--- src/verilog/rename_macros.svh ---
`ifndef RENAME_MACROS_SVH
`define RENAME_MACROS_SVH

// ==========================================================
// machine sizes for the rename / dispatch front
// ==========================================================

// architectural register file, x0..x31
`define ARCH_REGS 32

// physical register file
// the tags above ARCH_REGS form the initial free pool
`define PHYS_REGS 48

// reorder buffer entries, one per dispatched instruction
`define ROB_DEPTH 16

`endif

--- src/verilog/rename_pkg.sv ---
`default_nettype none

`include "rename_macros.svh"

package rename_pkg;

    // ==========================================================
    // register and slot identifiers
    // ==========================================================

    typedef logic [$clog2(`ARCH_REGS)-1:0] arch_reg_t;  // 5 bits
    typedef logic [$clog2(`PHYS_REGS)-1:0] phys_tag_t;  // 6 bits
    typedef logic [$clog2(`ROB_DEPTH)-1:0] rob_idx_t;   // 4 bits

    // functional unit class, picks the reservation station
    typedef enum logic [1:0] {
        fu_alu    = 2'd0,  // integer ops, lui, auipc, system
        fu_mult   = 2'd1,  // M extension
        fu_mem    = 2'd2,  // loads and stores
        fu_branch = 2'd3   // conditional branches, jal, jalr
    } fu_type_t;

    // ==========================================================
    // reorder buffer entry
    // ==========================================================

    // only what commit needs to free the previous mapping
    typedef struct packed {
        logic      has_dest;   // entry renamed a register
        arch_reg_t dest_arch;  // architectural destination
        phys_tag_t old_tag;    // mapping it replaced, freed at commit
    } rob_entry_t;

endpackage

`default_nettype wire

--- src/verilog/inst_decoder.sv ---
`timescale 1ns/1ns
`default_nettype none

module inst_decoder (
    input  wire logic [31:0]         inst_i,
    output rename_pkg::arch_reg_t    rs1_o,
    output rename_pkg::arch_reg_t    rs2_o,
    output rename_pkg::arch_reg_t    rd_o,
    output logic                     has_dest_o,  // instruction writes a register
    output rename_pkg::fu_type_t     fu_type_o
);

    // rv32 major opcodes that affect classification
    localparam logic [6:0] OP_LOAD   = 7'b0000011;
    localparam logic [6:0] OP_STORE  = 7'b0100011;
    localparam logic [6:0] OP_BRANCH = 7'b1100011;
    localparam logic [6:0] OP_JAL    = 7'b1101111;
    localparam logic [6:0] OP_JALR   = 7'b1100111;
    localparam logic [6:0] OP_REG    = 7'b0110011;  // register-register, incl. mul/div
    localparam logic [6:0] MULDIV_F7 = 7'b0000001;

    logic [6:0] opcode;
    logic [6:0] funct7;

    assign opcode = inst_i[6:0];
    assign funct7 = inst_i[31:25];

    // fixed field positions, extracted whether or not the format uses them
    assign rd_o  = inst_i[11:7];
    assign rs1_o = inst_i[19:15];
    assign rs2_o = inst_i[24:20];

    // stores and branches have no rd field, x0 is hardwired
    assign has_dest_o = (rd_o != '0) && (opcode != OP_STORE) && (opcode != OP_BRANCH);

    always_comb begin
        unique case (opcode)
            OP_LOAD, OP_STORE:          fu_type_o = rename_pkg::fu_mem;
            OP_BRANCH, OP_JAL, OP_JALR: fu_type_o = rename_pkg::fu_branch;
            OP_REG: begin
                // funct7 = 1 selects the M extension
                if (funct7 == MULDIV_F7)
                    fu_type_o = rename_pkg::fu_mult;
                else
                    fu_type_o = rename_pkg::fu_alu;
            end
            default:                    fu_type_o = rename_pkg::fu_alu;  // op-imm, lui, auipc, ...
        endcase
    end

endmodule

`default_nettype wire

--- src/verilog/circular_queue.sv ---
`timescale 1ns/1ns
`default_nettype none

module circular_queue #(
    parameter int unsigned DEPTH      = 16,
    parameter type         payload_t  = logic [7:0],
    parameter bit          RESET_FILL = 1'b0,  // start full with FILL_BASE, FILL_BASE+1, ...
    parameter int unsigned FILL_BASE  = 0
) (
    input  wire logic            clock,
    input  wire logic            reset,
    input  wire logic            push_i,
    input  payload_t             push_data_i,
    input  wire logic            pop_i,
    output payload_t             head_o,      // oldest entry, valid when not empty
    output logic                 empty_o,
    output logic                 full_o,
    output rename_pkg::rob_idx_t tail_idx_o   // slot the next push lands in
);

    localparam int PW = $clog2(DEPTH);
    localparam int CW = $clog2(DEPTH + 1);
    localparam int W  = $bits(payload_t);

    logic [W-1:0]  mem [DEPTH];  // raw storage
    logic [PW-1:0] head_q;
    logic [PW-1:0] tail_q;
    logic [CW-1:0] count_q;

    // wrap for any depth, not only powers of two
    function automatic logic [PW-1:0] ptr_next(input logic [PW-1:0] p);
        ptr_next = (p == PW'(DEPTH - 1)) ? '0 : p + 1'b1;
    endfunction

    // ==========================================================
    // pointers and occupancy
    // ==========================================================
    always_ff @(posedge clock) begin
        if (reset) begin
            head_q  <= '0;
            tail_q  <= '0;                                 // full queue wraps tail onto head
            count_q <= RESET_FILL ? CW'(DEPTH) : '0;
        end else begin
            if (push_i) tail_q <= ptr_next(tail_q);
            if (pop_i)  head_q <= ptr_next(head_q);
            case ({push_i, pop_i})
                2'b10:   count_q <= count_q + 1'b1;
                2'b01:   count_q <= count_q - 1'b1;
                default: count_q <= count_q;               // both or neither
            endcase
        end
    end

    // storage, only filled on reset when asked to
    always_ff @(posedge clock) begin
        if (reset && RESET_FILL) begin
            for (int i = 0; i < DEPTH; i++) begin
                mem[i] <= W'(FILL_BASE + i);
            end
        end else if (push_i) begin
            mem[tail_q] <= push_data_i;
        end
    end

    assign head_o     = payload_t'(mem[head_q]);
    assign empty_o    = (count_q == '0);
    assign full_o     = (count_q == CW'(DEPTH));
    assign tail_idx_o = rename_pkg::rob_idx_t'(tail_q);

    // a full queue takes a push only together with a pop
    a_no_overflow: assert property (@(posedge clock) disable iff (reset)
        push_i |-> (!full_o || pop_i));

    a_no_underflow: assert property (@(posedge clock) disable iff (reset)
        pop_i |-> !empty_o);

endmodule

`default_nettype wire

--- src/verilog/map_table.sv ---
`timescale 1ns/1ns
`default_nettype none

`include "rename_macros.svh"

module map_table (
    input  wire logic             clock,
    input  wire logic             reset,
    input  rename_pkg::arch_reg_t rs1_i,
    input  rename_pkg::arch_reg_t rs2_i,
    input  rename_pkg::arch_reg_t rd_i,
    input  wire logic             write_i,      // rename rd_i to write_tag_i
    input  rename_pkg::phys_tag_t write_tag_i,
    output rename_pkg::phys_tag_t rs1_tag_o,
    output rename_pkg::phys_tag_t rs2_tag_o,
    output rename_pkg::phys_tag_t old_tag_o     // current mapping of rd, becomes Told
);

    // speculative architectural -> physical mapping
    rename_pkg::phys_tag_t map_q [`ARCH_REGS];

    // ==========================================================
    // update
    // ==========================================================
    always_ff @(posedge clock) begin
        if (reset) begin
            // identity, tags 0..31 hold the architectural state
            for (int r = 0; r < `ARCH_REGS; r++) begin
                map_q[r] <= rename_pkg::phys_tag_t'(r);
            end
        end else if (write_i) begin
            map_q[rd_i] <= write_tag_i;  // visible to the next instruction
        end
    end

    // ==========================================================
    // lookups
    // ==========================================================

    // no bypass of a same-cycle write
    // the dispatch stage writes on the edge that closes the previous instruction
    assign rs1_tag_o = map_q[rs1_i];
    assign rs2_tag_o = map_q[rs2_i];
    assign old_tag_o = map_q[rd_i];

    // x0 must keep tag 0
    a_no_x0_rename: assert property (@(posedge clock) disable iff (reset)
        write_i |-> (rd_i != '0));

endmodule

`default_nettype wire

--- src/verilog/dispatch_stage.sv ---
`timescale 1ns/1ns
`default_nettype none

module dispatch_stage (
    input  wire logic              clock,
    input  wire logic              reset,
    // decoded instruction and its lookups
    input  wire logic              inst_valid_i,
    input  wire logic              has_dest_i,
    input  rename_pkg::fu_type_t   fu_type_i,
    input  rename_pkg::arch_reg_t  rd_i,
    input  rename_pkg::phys_tag_t  rs1_tag_i,
    input  rename_pkg::phys_tag_t  rs2_tag_i,
    input  rename_pkg::phys_tag_t  old_tag_i,
    // free list, reorder buffer, commit
    input  rename_pkg::phys_tag_t  free_tag_i,
    input  wire logic              free_empty_i,
    input  wire logic              rob_full_i,
    input  rename_pkg::rob_idx_t   rob_idx_i,
    input  wire logic              commit_i,
    input  rename_pkg::rob_entry_t rob_head_i,
    // resource updates
    output logic                   alloc_o,
    output logic                   map_write_o,
    output logic                   rob_push_o,
    output rename_pkg::rob_entry_t rob_entry_o,
    output logic                   rob_pop_o,
    output logic                   recycle_o,
    output rename_pkg::phys_tag_t  recycle_tag_o,
    output logic                   stall_o,
    // dispatch packet, one cycle after inst_valid_i
    output logic                   disp_valid_o,
    output rename_pkg::rob_idx_t   disp_rob_idx_o,
    output rename_pkg::phys_tag_t  disp_dest_tag_o,
    output rename_pkg::phys_tag_t  disp_old_tag_o,
    output rename_pkg::phys_tag_t  disp_src1_tag_o,
    output rename_pkg::phys_tag_t  disp_src2_tag_o,
    output rename_pkg::fu_type_t   disp_fu_type_o,
    // freed tag report, one cycle after commit_i
    output logic                   free_valid_o,
    output rename_pkg::phys_tag_t  freed_tag_o
);

    logic accept;  // instruction renamed this cycle

    // ==========================================================
    // resource check and rename sequencing
    // ==========================================================

    // free list test applies to every instruction, dest or not
    assign stall_o = free_empty_i || rob_full_i;
    assign accept  = inst_valid_i && !stall_o;

    assign alloc_o     = accept && has_dest_i;  // pop head of free list
    assign map_write_o = alloc_o;               // rd -> popped tag, same edge
    assign rob_push_o  = accept;                // every instruction gets a slot
    assign rob_entry_o = '{has_dest: has_dest_i, dest_arch: rd_i, old_tag: old_tag_i};

    // commit retires the head, Told goes back to the pool
    assign rob_pop_o     = commit_i;
    assign recycle_o     = commit_i && rob_head_i.has_dest;
    assign recycle_tag_o = rob_head_i.old_tag;

    // ==========================================================
    // registered outputs
    // ==========================================================
    always_ff @(posedge clock) begin
        if (reset) begin
            disp_valid_o <= 1'b0;
            free_valid_o <= 1'b0;
        end else begin
            disp_valid_o <= accept;
            free_valid_o <= recycle_o;
        end
    end

    // packet payload, no reset
    always_ff @(posedge clock) begin
        if (accept) begin
            disp_rob_idx_o  <= rob_idx_i;
            disp_dest_tag_o <= has_dest_i ? free_tag_i : '0;  // zero when nothing renamed
            disp_old_tag_o  <= has_dest_i ? old_tag_i : '0;
            disp_src1_tag_o <= rs1_tag_i;
            disp_src2_tag_o <= rs2_tag_i;
            disp_fu_type_o  <= fu_type_i;
        end
        if (recycle_o) freed_tag_o <= recycle_tag_o;
    end

    // source must hold off while stalled, nothing is buffered here
    a_no_inst_on_stall: assert property (@(posedge clock) disable iff (reset)
        inst_valid_i |-> !stall_o);

endmodule

`default_nettype wire

--- src/verilog/rename_dispatch.sv ---
`timescale 1ns/1ns
`default_nettype none

`include "rename_macros.svh"

module rename_dispatch (
    input  wire logic             clock,
    input  wire logic             reset,
    input  wire logic             inst_valid_i,
    input  wire logic [31:0]      inst_i,
    input  wire logic             commit_i,
    output logic                  stall_o,
    output logic                  disp_valid_o,
    output rename_pkg::rob_idx_t  disp_rob_idx_o,
    output rename_pkg::phys_tag_t disp_dest_tag_o,
    output rename_pkg::phys_tag_t disp_old_tag_o,
    output rename_pkg::phys_tag_t disp_src1_tag_o,
    output rename_pkg::phys_tag_t disp_src2_tag_o,
    output rename_pkg::fu_type_t  disp_fu_type_o,
    output logic                  free_valid_o,
    output rename_pkg::phys_tag_t freed_tag_o
);

    // decode
    rename_pkg::arch_reg_t  rs1, rs2, rd;
    logic                   has_dest;
    rename_pkg::fu_type_t   fu_type;
    // map table
    rename_pkg::phys_tag_t  rs1_tag, rs2_tag, old_tag;
    // free list
    rename_pkg::phys_tag_t  free_tag;
    logic                   free_empty;
    // reorder buffer
    rename_pkg::rob_entry_t rob_head;
    logic                   rob_full;
    rename_pkg::rob_idx_t   rob_idx;
    // dispatch control
    logic                   alloc, map_write, rob_push, rob_pop, recycle;
    rename_pkg::rob_entry_t rob_entry;
    rename_pkg::phys_tag_t  recycle_tag;

    // ==========================================================
    // decode and map lookup
    // ==========================================================
    inst_decoder u_inst_decoder (
        .inst_i(inst_i), .rs1_o(rs1), .rs2_o(rs2), .rd_o(rd),
        .has_dest_o(has_dest), .fu_type_o(fu_type)
    );

    map_table u_map_table (
        .clock(clock), .reset(reset),
        .rs1_i(rs1), .rs2_i(rs2), .rd_i(rd),
        .write_i(map_write), .write_tag_i(free_tag),  // head of free list is the new tag
        .rs1_tag_o(rs1_tag), .rs2_tag_o(rs2_tag), .old_tag_o(old_tag)
    );

    // ==========================================================
    // free list and reorder buffer
    // ==========================================================
    circular_queue #(
        .DEPTH(`PHYS_REGS - `ARCH_REGS), .payload_t(rename_pkg::phys_tag_t),
        .RESET_FILL(1'b1), .FILL_BASE(`ARCH_REGS)     // tags 32..47
    ) u_free_list (
        .clock(clock), .reset(reset),
        .push_i(recycle), .push_data_i(recycle_tag), .pop_i(alloc),
        .head_o(free_tag), .empty_o(free_empty), .full_o(), .tail_idx_o()
    );

    circular_queue #(
        .DEPTH(`ROB_DEPTH), .payload_t(rename_pkg::rob_entry_t)
    ) u_rob (
        .clock(clock), .reset(reset),
        .push_i(rob_push), .push_data_i(rob_entry), .pop_i(rob_pop),
        .head_o(rob_head), .empty_o(), .full_o(rob_full), .tail_idx_o(rob_idx)
    );

    // ==========================================================
    // dispatch
    // ==========================================================
    dispatch_stage u_dispatch_stage (
        .clock(clock), .reset(reset),
        .inst_valid_i(inst_valid_i), .has_dest_i(has_dest), .fu_type_i(fu_type), .rd_i(rd),
        .rs1_tag_i(rs1_tag), .rs2_tag_i(rs2_tag), .old_tag_i(old_tag),
        .free_tag_i(free_tag), .free_empty_i(free_empty), .rob_full_i(rob_full),
        .rob_idx_i(rob_idx), .commit_i(commit_i), .rob_head_i(rob_head),
        .alloc_o(alloc), .map_write_o(map_write), .rob_push_o(rob_push),
        .rob_entry_o(rob_entry), .rob_pop_o(rob_pop),
        .recycle_o(recycle), .recycle_tag_o(recycle_tag), .stall_o(stall_o),
        .disp_valid_o(disp_valid_o), .disp_rob_idx_o(disp_rob_idx_o),
        .disp_dest_tag_o(disp_dest_tag_o), .disp_old_tag_o(disp_old_tag_o),
        .disp_src1_tag_o(disp_src1_tag_o), .disp_src2_tag_o(disp_src2_tag_o),
        .disp_fu_type_o(disp_fu_type_o),
        .free_valid_o(free_valid_o), .freed_tag_o(freed_tag_o)
    );

endmodule

`default_nettype wire

--- config.mk ---
export PLATFORM = sky130hd
export DESIGN_NAME = rename_dispatch
export DESIGN_NICKNAME = d
export VERILOG_FILES = /design/src/verilog/rename_pkg.sv /design/src/verilog/inst_decoder.sv /design/src/verilog/circular_queue.sv /design/src/verilog/map_table.sv /design/src/verilog/dispatch_stage.sv /design/src/verilog/rename_dispatch.sv
export VERILOG_INCLUDE_DIRS = /design/src /design/src/verilog
export SDC_FILE = /design/constraint.sdc
export NUM_CORES = 1
export LEC_CHECK = 0
export ABC_AREA = 0
export BUFFER_PORTS_ARGS = -buffer_cell sky130_fd_sc_hd__buf_2
export CORE_AREA = 5 5 305 248
export CTS_CLUSTER_DIAMETER = 150
export DETAILED_ROUTE_END_ITERATION = 8
export DIE_AREA = 0 0 310 253
export REMOVE_ABC_BUFFERS = 1
export SLEW_MARGIN = 20
export SYNTH_ARGS = -nofsm -noshare
export SYNTH_HDL_FRONTEND = slang
export SYNTH_SLANG_ARGS = --single-unit
export TNS_END_PERCENT = 100
--- constraint.sdc ---
create_clock -name clock -period 11 [get_ports clock]
set_input_delay 3.3 -clock clock [delete_from_list [all_inputs] [get_ports clock]]
set_output_delay 3.3 -clock clock [all_outputs]
set_load 0.1 [all_outputs]
## After elaboration in Yosys (flattened, before gate mapping)

Memory sizes are Yosys's and may differ from the RTL's. A register that Yosys moved wholly into a read port is not among the register bits.
Cells that the tools add are included.

- Multiplexer cells: 28
- $add $sub $neg: 8
- Reductions and logical operators: 15
- Eq/ne operators: 18

Operators with widths:

| cell | count |
|---|---|
| 4-bit two-way mux | 9 |
| 7-bit == test (second input constant) | 3 |
| 5-bit one-hot mux with 2 select lines | 2 |
| 4-bit by 1-bit adder with 4-bit output (second input constant) | 4 |
| 4-bit == test (second input constant) | 4 |
| 7-bit by 6-bit == test with 1-bit output (second input constant) | 2 |
| 1-bit two-way mux | 13 |
| 6-bit two-way mux | 2 |
| 6-bit OR reduction | 2 |
| 5-bit by 1-bit adder with 5-bit output (second input constant) | 2 |
| 5-bit by 1-bit subtractor with 5-bit output (second input constant) | 2 |
| 7-bit by 1-bit == test with 1-bit output (second input constant) | 1 |
| 7-bit by 2-bit == test with 1-bit output (second input constant) | 1 |
| 7-bit by 6-bit != test with 1-bit output (second input constant) | 1 |
| 7-bit != test (second input constant) | 1 |
| 2-bit one-hot mux with 3 select lines | 1 |
| 5-bit == test (second input constant) | 1 |
| 1-bit logical AND | 5 |
| 5-bit logical NOT | 1 |
| 5-bit two-way mux | 1 |
| 5-bit nonzero test | 1 |
| 2-bit by 1-bit == test with 1-bit output (second input constant) | 2 |
| 2-bit == test (second input constant) | 2 |
| 2-bit nonzero test | 2 |
| 4 further kinds | 4 |

- Output and inout bits: 39
- Memories kept: 3
- Logic and storage cells: 85
- Input bits: 36
- Register bits: 52
- RAM bits: 480

Memories:

| name | depth | width | read ports | clocked after memory_dff | write ports | RTL line | RTL |
|---|---|---|---|---|---|---|---|
| u_map_table.map_q | 32 | 6 | 3 | 2 | 32 | map_table.sv:20 | `` rename_pkg::phys_tag_t map_q [`ARCH_REGS]; `` |
| u_rob.mem | 16 | 12 | 1 | 1 | 1 | circular_queue.sv:25 | `logic [W-1:0] mem [DEPTH];` |
| u_free_list.mem | 16 | 6 | 1 | 1 | 16 | circular_queue.sv:25 |  |

## Depth between registers and ports, before layout

- Word-level depth: 10
- Depth in mapped cells: 14
- Gate-level depth less buffers: 13

## Modules after synthesis

A second synthesis with hierarchy kept.

- Cells, all modules: 1648
- Area, all modules: 27217.4 um^2

Modules (own cells, without submodules):

| module | cells each | times used | area each (um^2) | seq. area each (um^2) |
|---|---|---|---|---|
| map_table | 759 | 1 | 12047.8 | 5765.5 |
| circular_queue (u_rob) | 413 | 1 | 8224.1 | 6105.9 |
| circular_queue (u_free_list) | 371 | 1 | 5327.6 | 3223.1 |
| dispatch_stage | 77 | 1 | 1410.1 | 1121.1 |
| inst_decoder | 28 | 1 | 207.7 | 0.0 |

## Worst setup path after synthesis

OpenSTA, ideal clock, no wires.

- Kind: register -> output
- Start point: register u_free_list.count_q[0]
- End point: output stall_o
- Cell stages (with the launch flop): 3
- Path slack: 4.663 ns
- Required time: 7.700 ns
- Buffers on the path: 0
- Data arrival time: 3.037 ns
- Path through: dfxtp_1 > or4_1 > o21ai_0

- Longest elaborated chain between the ends: 2

RTL lines:

| element | RTL line | RTL |
|---|---|---|
| from (decl) | circular_queue.sv:28 | `logic [CW-1:0] count_q;` |
| from (signal assigned) | circular_queue.sv:42 | `count_q <= RESET_FILL ? CW'(DEPTH) : '0;` |
| from (signal assigned) | circular_queue.sv:47 | `2'b10: count_q <= count_q + 1'b1;` |
| from (signal assigned) | circular_queue.sv:48 | `2'b01: count_q <= count_q - 1'b1;` |
| 5-bit logical NOT | circular_queue.sv:66 | `assign empty_o = (count_q == '0);` |
| 1-bit logical OR | dispatch_stage.sv:51 | `assign stall_o = free_empty_i \|\| rob_full_i;` |
| to (decl) | rename_dispatch.sv:12 | `output logic stall_o,` |

Every way passes these cells.

## Worst setup path after layout

- Start point: input inst_i[7]
- End point: register u_free_list.count_q[4]

- Longest elaborated chain between the ends: 6
- Elaborated cells on any way between the ends: 8
- Classes of those cells: eq/ne: 2; mux: 1; reduce/logical: 5

RTL lines:

| element | RTL line | RTL |
|---|---|---|
| from (decl) | rename_dispatch.sv:10 | `input wire logic [31:0] inst_i,` |
| 5-bit nonzero test * | inst_decoder.sv:34 | `assign has_dest_o = (rd_o != '0) && (opcode != OP_STORE) && (opcode != OP_BRANCH);` |
| 1-bit logical AND * (2 in series) | inst_decoder.sv:34 |  |
| 1-bit logical AND * | dispatch_stage.sv:54 | `assign alloc_o = accept && has_dest_i;` |
| 2-bit by 1-bit == test with 1-bit output / 2-bit == test (equally long branches) | circular_queue.sv:46 | `case ({push_i, pop_i})` |
| 5-bit one-hot mux with 2 select lines / 2-bit nonzero test (equally long branches) | -- |  |
| to (signal assigned) | circular_queue.sv:47 |  |
| to (signal assigned) | circular_queue.sv:48 |  |
| to (signal assigned) | circular_queue.sv:49 | `default: count_q <= count_q;` |

Every way passes the cells marked *; elsewhere a longest branch is shown, timed or not.
A chain may end at the register's enable or synchronous reset.

==> impl_results.md <==
- Worst Hold Class: reg2reg
- Count of port buffers added during placement: 71
- Cell Pwr Density: 180.9 nW/um^2
- Netlist Area Pre-Place: 23590 um^2
- Maximum fanout along the worst path: 38
- Final standard cell utilization of the core: 36.50%
- Global-route usage over all layers: 16.13%
- Clock transition time at the flip-flop clock pins of the worst setup and hold paths: 70 ps
- Worst-margin pin slew: 1204 ps
- Die Width: 310 um
- Core area: 72600 um^2
- Outcome: completed
- Worst EP arrival: 6930 ps
- Net count, final: 1656
- Most used cells in the layout excluding fill and tap cells: 436 x edfxtp_1, 203 x mux4_2, 178 x nor2_1
- Async S/R FF share, synth: 0%
- Setup TNS: 0 ps
- Worst hold path depth: 2
- Sequential element share of the synthesized area: 58.55%
- Number of inserted filler cells in the final layout: 6868
- Area of the die: 78430 um^2
- Relative slew margins: 19.37%
- Setup slack, reg-to-reg: 7060 ps
- Number of design-rule violations left by the first detailed-router iteration: 1727
- DPL Wire Length: 42.13 mm
- Number of global-route vias before repair: 14680
- Initial standard-cell utilization of the core: 32.50%
- Number of gates resized after CTS: 0
- FF-to-FF End: u_free_list.count_q[4]$_SDFFE_PP1P_
- Number of buffers added by the clock tree synthesis step: 45
- Worst-path cell with the longest stage delay: buf_4
- DR vias: 14680
- Classification of the worst setup path: in2reg
- Worst Setup End Kind: flop
- CP Launch Type: input pin
- Post-synthesis cell count: 1572
- Worst Path Required: 11530 ps
- Clock insertion delay at the later pin of the skew report: 600 ps
- Leak Pwr: 8.094 nW
- Vias per cell: 5.667
- Sequential cell area: 13820 um^2
- Floorplan die height: 253 um
- Min-Delay Endpoint: u_rob.count_q[4]$_SDFFE_PP0P_
- Largest voltage drop on the vdd net: 0.1026 mV
- GP Congestion: 0.8837
- Per-instance average area after synthesis: 15.01 um^2
- Top achievable clock speed: 156.3 MHz
- Critical hold path startpoint: u_rob.count_q[4]$_SDFFE_PP0P_
- Area of the multi-input gates: 9168 um^2
- FF+latch count, synth: 472
- Share of the clock period used by the worst path after layout: 58.15%
- Cts-stage hold buffer count: 0
- Site row count: 89
- Final-report setup violation count: 0
- Clock tree from TritonCTS: built
- CTS Buffer Depth: 3
- Largest net degree at the start of global routing: 62
- Residual overflow from global routing: 0
- Commonest register cell after synthesis: edfxtp_1
- Final-report max-slew violation count: 0
- Synth warnings: 0
- Final critical path time including I/O delays and setup: 6397 ps
- R2R depth: 12
- First-pass DRT Iterations: 6
- Drt wl/cell: 24.69 um
- CTS sink count: 472
- Max-capacitance violation count: 0
- Wire length of the first global-routing pass: 95.57 mm
- CTS root buffer: clkbuf_16
- Residual DRC count: 0
- Hold Violations, Final: 0
- Wire length reported by the detailed router: 63.94 mm
- Post-synthesis cell type count: 68
- I/O pin count: 75
- Max stage delay on crit path: 610 ps
- Sequence of cells on the critical path: buf_4, buf_4, or2_2, o22ai_2, buf_4, nor3_2, ha_1, inv_1, fa_1, nor2b_1, o21ai_0, and3_1, or4_1, nand3_1
- RSZ-0062 raised after global routing: no
- Post-detailed-route count of antenna-violating nets: 0
- Area delta synth->final: 12.32%
- Most common cell after layout, fill and taps aside: edfxtp_1
- Post-synth EDFFs: 436
- Maximum clock skew at final layout: 21.91 ps
- H-tree depth reported by CTS: 2
- Initial antenna violation count: 4
- Top cell by count, worst path: buf_4
- Number of setup buffers added after CTS: 0
- Ratio of cells with drive above 1 in the final layout: 27.01%
==> cell families after synthesis <==
| kind of cell | count (synthesis) | share of synthesized area (%) |
|---|---|---|
| mux | 267 | 23.09 |
| other cells | 1 | 0.01589 |
| compound gates | 107 | 3.161 |
| fa+ha+maj | 20 | 1.124 |
| simple gates | 552 | 10.66 |
| xor+xnor | 9 | 0.3341 |
| flops | 472 | 58.55 |
| buf+inv | 144 | 3.065 |
==> report_power, final <==
group	switching, W	internal, W
combinational	0.000664	0.000252
sequential	0.0000531	0.00207
clock	0.000723	0.00103
total	0.00144	0.00335
==> cells in the mapped netlist (10+ instances only) <==
master / n / share of area (%)
dfxtp_1: 36 / 3.1
nor3_1: 54 / 1.1
o21ai_1: 13 / 0.28
inv_1: 13 / 0.21
a22oi_1: 27 / 0.86
mux2i_1: 26 / 1.1
edfxtp_1: 436 / 55
nand4_1: 10 / 0.27
nand2_1: 158 / 2.5
nor2_1: 178 / 2.8
mux4_2: 203 / 19
and2_1: 17 / 0.45
mux2_2: 24 / 1.1
o21ai_2: 11 / 0.41
ha_1: 18 / 0.95
nand3_1: 83 / 1.8
buf_2: 47 / 1.0
buf_4: 13 / 0.41
clkbuf_1: 46 / 0.73
a21oi_1: 23 / 0.49
==> worst max-delay path: cells and delay by family <==
| kind | cells | cell delay [ps] |
|---|---|---|
| AOI/OAI and AO/OA | 2 | 180 |
| buffers and inverters | 4 | 1330 |
| adders and majority gates | 2 | 700 |
| and+or+nand+nor | 6 | 1370 |
==> cell type report <==
class	count	share of cell area, %
clock buffers	50	4.395
flip-flops and latches	472	52.14
diodes	2	0.01888
multi-input cells	961	34.59
well taps	955	4.509
inverters	20	0.2833
repair buffers	100	2.266
clock inverters	30	1.799
==> metal layers <==
layer	up-vias	part of all wire (%)	global-route usage, %
li1	6243	-	-
met1	7631	43	23.22
met2	705	45	24.79
met3	94	9.6	4.064
met4	4	2.2	3.876
met5	-	0.042	0
==> metrics by stage <==
stage | area (um^2) | std cells | hold WS [ps] | setup WS (ps) | total power (W)
CTS | 26470 | 2587 | 513.1 | 4582 | 0.004819
global route | 26500 | 2588 | 540.7 | 4242 | 0.004954
floorplan | 22960 | 1453 | 460.8 | 4663 | 0.002758
finish | 26500 | 2590 | 505.9 | 4603 | 0.004793
global placement | 24830 | 2507 | 483.0 | 3999 | 0.003059
detailed placement | 24830 | 2507 | 501.6 | 3942 | 0.003074
==> how the worst max path moves through the flow <==
| stage | startpoint | end | slack, ps | cells past startpoint |
|---|---|---|---|---|
| after global placement | inst_i[7] | u_free_list.count_q[4]$_SDFFE_PP1P_ | 4000 | 14 |
| final | inst_i[7] | u_free_list.count_q[4]$_SDFFE_PP1P_ | 4600 | 14 |
| after global routing | inst_i[7] | u_free_list.count_q[4]$_SDFFE_PP1P_ | 4240 | 14 |
| after CTS | inst_i[7] | u_free_list.count_q[4]$_SDFFE_PP1P_ | 4580 | 14 |
| after detailed placement | inst_i[7] | u_free_list.count_q[4]$_SDFFE_PP1P_ | 3940 | 14 |
| after floorplan | u_free_list.count_q[0]$_SDFFE_PP0P_ | stall_o | 4660 | 2 |
==> flip-flops by register name (all words and copies together) (netlist names), 5 cells and up, named ones only <==
name / cells
u_free_list.mem: 96
u_dispatch_stage.freed_tag_o: 6
u_dispatch_stage.disp_src1_tag_o: 6
u_rob.mem: 112
u_dispatch_stage.disp_dest_tag_o: 6
u_dispatch_stage.disp_src2_tag_o: 6
u_rob.count_q: 5
u_free_list.count_q: 5
u_dispatch_stage.disp_old_tag_o: 6
u_map_table.map_q: 192
No activity file was read; power rests on OpenSTA's default activity.
